$ cat src/pub_domain_defs.svh
//////////////////////////////////////////////////////////////////////
// sizing macros for the publish-domain manager
// include this wherever a width or count of the design is needed
//////////////////////////////////////////////////////////////////////

`ifndef PUB_DOMAIN_DEFS_SVH
`define PUB_DOMAIN_DEFS_SVH

// entries in the domain tracking table
`define NUM_ENTRY 4

// width of a domain base address
`define ADDR_WIDTH 16

// requesters per direction, store or load
`define NUM_REQ 2

`endif
$ cat src/tpu_ctrl_pkg.sv
//////////////////////////////////////////////////////////////////////
// control types of the publish-domain manager
//////////////////////////////////////////////////////////////////////

package tpu_ctrl_pkg;

	// an arbiter is either free or holding a grant
	typedef enum logic {
		arb_idle,
		arb_busy
	} arb_state_t;

endpackage

$ cat src/tpu_types_pkg.sv
//////////////////////////////////////////////////////////////////////
// datapath types shared by the publish-domain manager and its testbench
// addresses, table entry indices and requester numbers
//////////////////////////////////////////////////////////////////////

`include "pub_domain_defs.svh"

package tpu_types_pkg;

	// base address that names a memory domain
	typedef logic [`ADDR_WIDTH-1:0] address_t;

	// index of one entry of the tracking table
	typedef logic [$clog2(`NUM_ENTRY)-1:0] entry_no_t;

	// number of a requester inside one direction
	typedef logic [$clog2(`NUM_REQ)-1:0] req_no_t;

endpackage

$ cat src/domain_if.sv
//////////////////////////////////////////////////////////////////////
// one direction's grant handshake between its arbiter and the table
// instantiate once for the store side and once for the load side
//////////////////////////////////////////////////////////////////////

interface domain_if;
	import tpu_types_pkg::*;

	logic     grant_vld;
	req_no_t  grant_no;
	address_t base;
	logic     done;
	logic     ready;

	modport arb (
		output grant_vld,
		output grant_no,
		output base,
		output done,
		input  ready
	);

	// the table only needs the winner's base, not who the winner is
	modport tbl (
		input  grant_vld,
		input  base,
		input  done,
		output ready
	);

endinterface

$ cat src/pub_domain_top.sv
//////////////////////////////////////////////////////////////////////
// publish-domain manager top level
// two store units and two load units share four tracked domains
//////////////////////////////////////////////////////////////////////

`include "pub_domain_defs.svh"

module pub_domain_top (
	input  logic                    clock,
	input  logic                    reset,
	input  logic [`NUM_REQ-1:0]     st_req,
	input  tpu_types_pkg::address_t st_base_0,
	input  tpu_types_pkg::address_t st_base_1,
	input  logic [`NUM_REQ-1:0]     st_end,
	output logic [`NUM_REQ-1:0]     st_ready,
	input  logic [`NUM_REQ-1:0]     ld_req,
	input  tpu_types_pkg::address_t ld_base_0,
	input  tpu_types_pkg::address_t ld_base_1,
	input  logic [`NUM_REQ-1:0]     ld_end,
	output logic [`NUM_REQ-1:0]     ld_ready
);

	domain_if st_bus ();
	domain_if ld_bus ();

	// store direction
	pub_domain_arbiter i_st_arbiter (
		.clock     (clock),
		.reset     (reset),
		.req       (st_req),
		.base_0    (st_base_0),
		.base_1    (st_base_1),
		.req_end   (st_end),
		.ready_out (st_ready),
		.bus       (st_bus.arb)
	);

	// load direction, arbitrated independently of the stores
	pub_domain_arbiter i_ld_arbiter (
		.clock     (clock),
		.reset     (reset),
		.req       (ld_req),
		.base_0    (ld_base_0),
		.base_1    (ld_base_1),
		.req_end   (ld_end),
		.ready_out (ld_ready),
		.bus       (ld_bus.arb)
	);

	pub_domain_table i_table (
		.clock (clock),
		.reset (reset),
		.st    (st_bus.tbl),
		.ld    (ld_bus.tbl)
	);

endmodule

$ cat src/pub_domain_table.sv
//////////////////////////////////////////////////////////////////////
// domain tracking table
// decides store and load ready from the granted base and updates the
// entries on each direction's done pulse
//////////////////////////////////////////////////////////////////////

`include "pub_domain_defs.svh"

module pub_domain_table (
	input  logic  clock,
	input  logic  reset,
	domain_if.tbl st,
	domain_if.tbl ld
);
	import tpu_types_pkg::*;

	logic [`NUM_ENTRY-1:0] valid;
	logic [`NUM_ENTRY-1:0] stored;
	address_t              base_tab [`NUM_ENTRY];

	logic      st_hit_any;
	entry_no_t st_hit_no;
	logic      ld_hit_any;
	entry_no_t ld_hit_no;
	logic      free_any;
	entry_no_t free_no;
	logic      st_ok;
	logic      dup_base;

	// exact base match against every valid entry, both directions at once
	always_comb begin
		st_hit_any = 1'b0;
		st_hit_no  = '0;
		ld_hit_any = 1'b0;
		ld_hit_no  = '0;
		for (int i = 0; i < `NUM_ENTRY; i++) begin
			if (valid[i] && base_tab[i] == st.base) begin
				st_hit_any = 1'b1;
				st_hit_no  = entry_no_t'(i);
			end
			// a load only sees data that a store has finished
			if (valid[i] && stored[i] && base_tab[i] == ld.base) begin
				ld_hit_any = 1'b1;
				ld_hit_no  = entry_no_t'(i);
			end
		end
	end

	// lowest free entry, scanned downwards so entry 0 wins
	always_comb begin
		free_any = 1'b0;
		free_no  = '0;
		for (int i = `NUM_ENTRY - 1; i >= 0; i--) begin
			if (!valid[i]) begin
				free_any = 1'b1;
				free_no  = entry_no_t'(i);
			end
		end
	end

	// a store must not overwrite a domain still waiting for its load
	assign st_ok    = st_hit_any ? !stored[st_hit_no] : free_any;
	assign st.ready = st.grant_vld & st_ok;
	assign ld.ready = ld.grant_vld & ld_hit_any;

	always_ff @(posedge clock) begin
		if (reset) begin
			valid  <= '0;
			stored <= '0;
		end else begin
			if (st.done) begin
				if (st_hit_any) begin
					stored[st_hit_no] <= 1'b1;
				end else begin
					valid[free_no]  <= 1'b1;
					stored[free_no] <= 1'b1;
				end
			end
			// the entry released here is always a stored one, so never the store's entry
			if (ld.done) begin
				valid[ld_hit_no]  <= 1'b0;
				stored[ld_hit_no] <= 1'b0;
			end
		end
	end

	always_ff @(posedge clock) begin
		if (st.done && !st_hit_any) begin
			base_tab[free_no] <= st.base;
		end
	end

	always_comb begin
		dup_base = 1'b0;
		for (int i = 0; i < `NUM_ENTRY; i++) begin
			for (int j = i + 1; j < `NUM_ENTRY; j++) begin
				if (valid[i] && valid[j] && base_tab[i] == base_tab[j]) begin
					dup_base = 1'b1;
				end
			end
		end
	end

	// end pulses from the requesters are only legal while ready is shown
	a_done_needs_ready: assert property (
		@(posedge clock) disable iff (reset)
		(st.done |-> st.ready) and (ld.done |-> ld.ready)
	) else $error("done without ready");

	a_load_done_hits: assert property (
		@(posedge clock) disable iff (reset)
		ld.done |-> ld_hit_any
	) else $error("load done on a base with no stored entry");

	// allocation only happens on a miss, so a base lives in one entry at most
	a_unique_base: assert property (
		@(posedge clock) disable iff (reset)
		!dup_base
	) else $error("two valid entries share a base");

endmodule

$ cat src/pub_domain_arbiter.sv
//////////////////////////////////////////////////////////////////////
// round-robin arbiter for the two requesters of one direction
// holds the grant until the winner pulses end or drops its request
//////////////////////////////////////////////////////////////////////

`include "pub_domain_defs.svh"

module pub_domain_arbiter (
	input  logic                   clock,
	input  logic                   reset,
	input  logic [`NUM_REQ-1:0]    req,
	input  tpu_types_pkg::address_t base_0,
	input  tpu_types_pkg::address_t base_1,
	input  logic [`NUM_REQ-1:0]    req_end,
	output logic [`NUM_REQ-1:0]    ready_out,
	domain_if.arb                  bus
);
	import tpu_types_pkg::*;
	import tpu_ctrl_pkg::*;

	arb_state_t state;

	// requester that gets first pick at the next arbitration
	req_no_t prio;

	req_no_t grant_no_r;
	req_no_t winner;
	logic    busy;

	assign busy = (state == arb_busy);

	// the priority holder wins if it asks, otherwise the other one
	always_comb begin
		if (req[prio]) begin
			winner = prio;
		end else begin
			winner = ~prio;
		end
	end

	always_ff @(posedge clock) begin
		if (reset) begin
			state      <= arb_idle;
			prio       <= '0;
			grant_no_r <= '0;
		end else begin
			case (state)
				arb_idle: begin
					if (|req) begin
						state      <= arb_busy;
						grant_no_r <= winner;
						prio       <= ~winner;
					end
				end
				arb_busy: begin
					// a blocked requester may give up, which frees the grant too
					if (bus.done || !req[grant_no_r]) begin
						state <= arb_idle;
					end
				end
				default: begin
					state <= arb_idle;
				end
			endcase
		end
	end

	assign bus.grant_vld = busy;
	assign bus.grant_no  = grant_no_r;
	assign bus.base      = (grant_no_r == req_no_t'(1)) ? base_1 : base_0;
	assign bus.done      = busy & req_end[grant_no_r];

	// ready from the table goes back only to the requester holding the grant
	always_comb begin
		for (int i = 0; i < `NUM_REQ; i++) begin
			ready_out[i] = busy & bus.ready & (grant_no_r == req_no_t'(i));
		end
	end

endmodule

$ cat config.mk
export PLATFORM = sky130hd
export DESIGN_NAME = pub_domain_top
export DESIGN_NICKNAME = d
export VERILOG_FILES = /design/src/tpu_ctrl_pkg.sv /design/src/tpu_types_pkg.sv /design/src/domain_if.sv /design/src/pub_domain_top.sv /design/src/pub_domain_table.sv /design/src/pub_domain_arbiter.sv
export VERILOG_INCLUDE_DIRS = /design/src
export SDC_FILE = /design/constraint.sdc
export NUM_CORES = 1
export LEC_CHECK = 0
export ABC_AREA = 1
export BUFFER_PORTS_ARGS = -buffer_cell sky130_fd_sc_hd__buf_2
export CAP_MARGIN = 20
export CORE_MARGIN = 8
export CORE_UTILIZATION = 49
export DETAILED_ROUTE_END_ITERATION = 12
export PLACE_DENSITY_LB_ADDON = 0.3
export SLEW_MARGIN = 15
export SYNTH_ARGS = -nofsm -noshare
export SYNTH_HDL_FRONTEND = slang
export SYNTH_SLANG_ARGS = --single-unit
$ cat constraint.sdc
create_clock -name clock -period 6.9 [get_ports clock]
set_clock_uncertainty 0.05 [all_clocks]
set_input_delay 1.38 -clock clock [delete_from_list [all_inputs] [get_ports clock]]
set_output_delay 1.38 -clock clock [all_outputs]
set_load 0.03 [all_outputs]
==> flow_summary_export.csv <==
group,metric,value,unit
sta,tightest_slew,0.983,ns
cells_and_area,antennaDiodeCount,0,
sta,period_share,69.4,%
sta,slew-limit-headroom,34.4,%
power_and_ir_drop,power,1420,uW
clocking,cts_resized,0,
critical_path,critPathCaptureType,"primary output",
clocking,cts-root-buf,"clkbuf_16",
yosys,synth-xor-area-share,6.26,%
floorplanning,dieArea,0.0160,sq mm
place,globalplace.congestion,1.10,
sta,setup_viol,0,
cells_and_area,fillCellCount,1196,
clocking,clockBufferDepth,2,
yosys,syn_area,0.00599,sq mm
critical_path,path_max_fanout,9,
critical_path,worstPathArrival,3.36,ns
yosys,avgSynthCellArea,6.77,sq um
routing,ant_nets,0,
yosys,synth_cell_types,40,
critical_path,ff2ff_setup_slack,3.15,ns
run,cap_violations,0,
sta,rsz0062_at_grt,"false",
global_route,overflow,0,
clocking,cts_max_level,3,
floorplanning,die_w,127,microns
routing,wl_per_cell,21.9,microns
sta,hold_violations,0,
yosys,synth-seq-area-share,36.8,%
yosys,synth_compound_area_share,6.68,%
clocking,insertion_delay,0.35,ns
sta,worst_slack,2.11,ns
routing,viasPerCell,5.78,
clocking,numCtsBuffers,9,
clocking,clock_sinks,78,
worst_hold_path,min_to,"i_ld_arbiter.prio",
global_route,grt_max_degree,29,
cells_and_area,area_delta_synth_final,13.5,%
yosys,syn_inst,885,
floorplanning,initial_core_util,50.1,%
clocking,post_cts.repair.setup_buffers,0,
sta,drv_slew,0,
routing,first_pass_iters,8,
cells_and_area,layout.nets,1039,
global_route,grt_pass1_wl,36.4,mm
sta,min_period,4.79,ns
routing,num_vias,6457,
power_and_ir_drop,ir_drop,0.000140,V
yosys,synthSimpleGateAreaFrac,40.9,%
yosys,yosysWarnings,0,
place,placed_area,0.00648,sq mm
sta,fmax,209,MHz
routing,drt_wl_total,24.5,mm
cells_and_area,layout-drive-gt1-share,13.5,%
global_route,grt_pass1_vias,6115,
outcome,status,"complete, no violations",
critical_path,critPathLaunchType,"input port",
worst_hold_path,whs_path_depth,2,
yosys,postSynthNetCount,959,
critical_path,worstSetupPathType,"input port to primary output",
global_route,grt_use_total,30.8,%
critical_path,reg2reg_from,"i_st_arbiter.bus.grant_no",
clocking,hold_buffers,0,
clocking,cts_tree,"yes",
yosys,synth_top_family_by_area,"simple AND/OR/NAND/NOR gates",
routing,drc,0,
worst_hold_path,hp-class,"flip-flop to flip-flop",
critical_path,worstReg2RegEnd,"i_table.base_tab[2][11]",
floorplanning,num_rows,40,
sta,fin_setup_tns,0,ns
power_and_ir_drop,power_leakage,0.00339,uW
yosys,synth-seq-cells,78,
clocking,clk_pin_slew_worst_paths,0.06,ns
yosys,synth_adder_area_share,0,%
yosys,synthMuxAreaShare,0,%
power_and_ir_drop,power.density,209,mW/mm^2
cells_and_area,stdcell_area,0.00680,sq mm
place,dp_hpwl,19.7,mm
floorplanning,coreArea,0.0120,sq mm
critical_path,reg2reg_depth,12,
critical_path,startpoint,"st_base_1[13]",
critical_path,required,5.47,ns
global_route,antenna_found_initial,0,
place,place_ws,2.11,ns
routing,drtIter0Drc,695,
floorplanning,die_y,127,microns
place,io_buffers,77,
worst_hold_path,hold_start,"i_ld_arbiter.prio",
floorplanning,num_io_pins,78,
## worst max-delay path, stage by stage
cell	delay [ns]
buf_2	0.11
nand2_1	0.17
nand2_1	0.29
nand2_1	0.20
nand2_1	0.07
nor2_1	0.10
nand2_1	0.06
nor2_1	0.11
nand2_1	0.07
nor2_1	0.23
nand4_1	0.13
nand3_1	0.10
nand2_1	0.05
nand2_1	0.07
nor2_1	0.04
buf_2	0.19
## through the flow
stage	instances	hold WS, ns	util, %
6_report	1117	0.415	56.9
5_1_grt	1117	0.439	56.9
4_1_cts	1117	0.414	56.9
3_5_place_dp	1101	0.407	54.2
3_3_place_gp	1101	0.399	54.2
2_1_floorplan	885	0.383	-
## worst max path at each step
stage	endpoint	cells past startpoint	slack, ns
6_report	st_ready[0]	16	2.11
4_1_cts	st_ready[0]	14	2.11
3_3_place_gp	st_ready[0]	14	2.10
5_1_grt	st_ready[0]	17	1.88
3_5_place_dp	st_ready[0]	14	2.11
2_1_floorplan	st_ready[0]	15	2.57
## cell usage after synthesis
library cell / count / share of area [%]
nand2_1: 305 / 19
dfxtp_1: 14 / 4.7
nand2_2: 18 / 1.9
xor2_1: 36 / 5.3
o2111ai_1: 4 / 0.58
o211a_1: 2 / 0.33
nor3_1: 13 / 1.1
nand3b_1: 6 / 0.75
nor2_4: 1 / 0.19
nor2b_1: 1 / 0.10
o21ai_1: 3 / 0.25
or2_0: 1 / 0.10
buf_2: 1 / 0.083
nand4_1: 32 / 3.3
nand2_4: 5 / 0.94
inv_1: 123 / 7.7
o21ai_0: 22 / 1.8
a31oi_1: 1 / 0.10
nor3b_1: 2 / 0.25
a21oi_1: 22 / 1.8
buf_4: 4 / 0.50
xor2_2: 1 / 0.27
edfxtp_1: 64 / 32
a211oi_1: 1 / 0.13
xnor2_1: 5 / 0.73
nor4_1: 4 / 0.42
or2_2: 3 / 0.31
inv_2: 1 / 0.063
nor2_2: 1 / 0.10
nor3_2: 2 / 0.33
o22ai_1: 10 / 1.0
inv_6: 1 / 0.15
o21ai_2: 3 / 0.44
nand3_2: 2 / 0.33
nor2_1: 107 / 6.7
o211ai_1: 1 / 0.13
and3_1: 1 / 0.10
buf_6: 3 / 0.56
buf_12: 1 / 0.33
nand3_1: 58 / 4.8
## per-layer routing
layer / vias to the layer above / share of wire [%] / global-route usage (%)
met5: - / 0 / 0
met4: 0 / 3.9 / 14.4
met3: 57 / 11 / 6.66
met2: 427 / 43 / 46.8
met1: 2950 / 42 / 41.0
li1: 3023 / - / -
## area by class of cell
type | instances | area [sq um] | share of cell area, %
Sequential cell | 78 | 2200 | 32.4
Inverter | 125 | 474 | 6.97
Timing Repair Buffer | 78 | 393 | 5.78
Clock inverter | 6 | 93.8 | 1.38
Clock buffer | 10 | 229 | 3.37
Tap cell | 147 | 184 | 2.70
Multi-Input combinational cell | 673 | 3230 | 47.4
## state kept, by name (all words and copies together) (netlist names)
| signal | count |
|---|---|
| i_ld_arbiter.bus.grant_vld | 1 |
| i_st_arbiter.bus.grant_no | 1 |
| i_table.valid | 4 |
| i_table.base_tab | 64 |
| i_st_arbiter.bus.grant_vld | 1 |
| i_st_arbiter.prio | 1 |
| i_ld_arbiter.bus.grant_no | 1 |
| i_table.stored | 4 |
| i_ld_arbiter.prio | 1 |
## cell families (layout without fill, tap and decap cells)
group,after synthesis,in the layout
compound gates,69,69
xor+xnor,42,42
buf+inv,134,219
flops,78,78
simple gates,562,562
## where the power goes
part | internal (uW) | switching (uW)
logic | 98.7 | 247
clock network | 320 | 206
registers | 531 | 16.8
total | 950 | 470
## placed cells by master, fill, tap and decap left out, types with 3 or more instances in the layout
| cell type | instances |
|---|---|
| o21ai_2 | 3 |
| o2111ai_1 | 4 |
| o21ai_0 | 22 |
| dfxtp_1 | 14 |
| nand2_4 | 5 |
| nand3b_1 | 6 |
| nand2_1 | 305 |
| buf_2 | 77 |
| nor4_1 | 4 |
| nand3_1 | 58 |
| nand4_1 | 32 |
| nor2_1 | 107 |
| xnor2_1 | 5 |
| o22ai_1 | 10 |
| or2_2 | 3 |
| inv_1 | 123 |
| xor2_1 | 36 |
| clkbuf_16 | 9 |
| nor3_1 | 13 |
| nand2_2 | 18 |
| a21oi_1 | 22 |
| edfxtp_1 | 64 |
| o21ai_1 | 3 |
(Power assumes the default switching activity.)
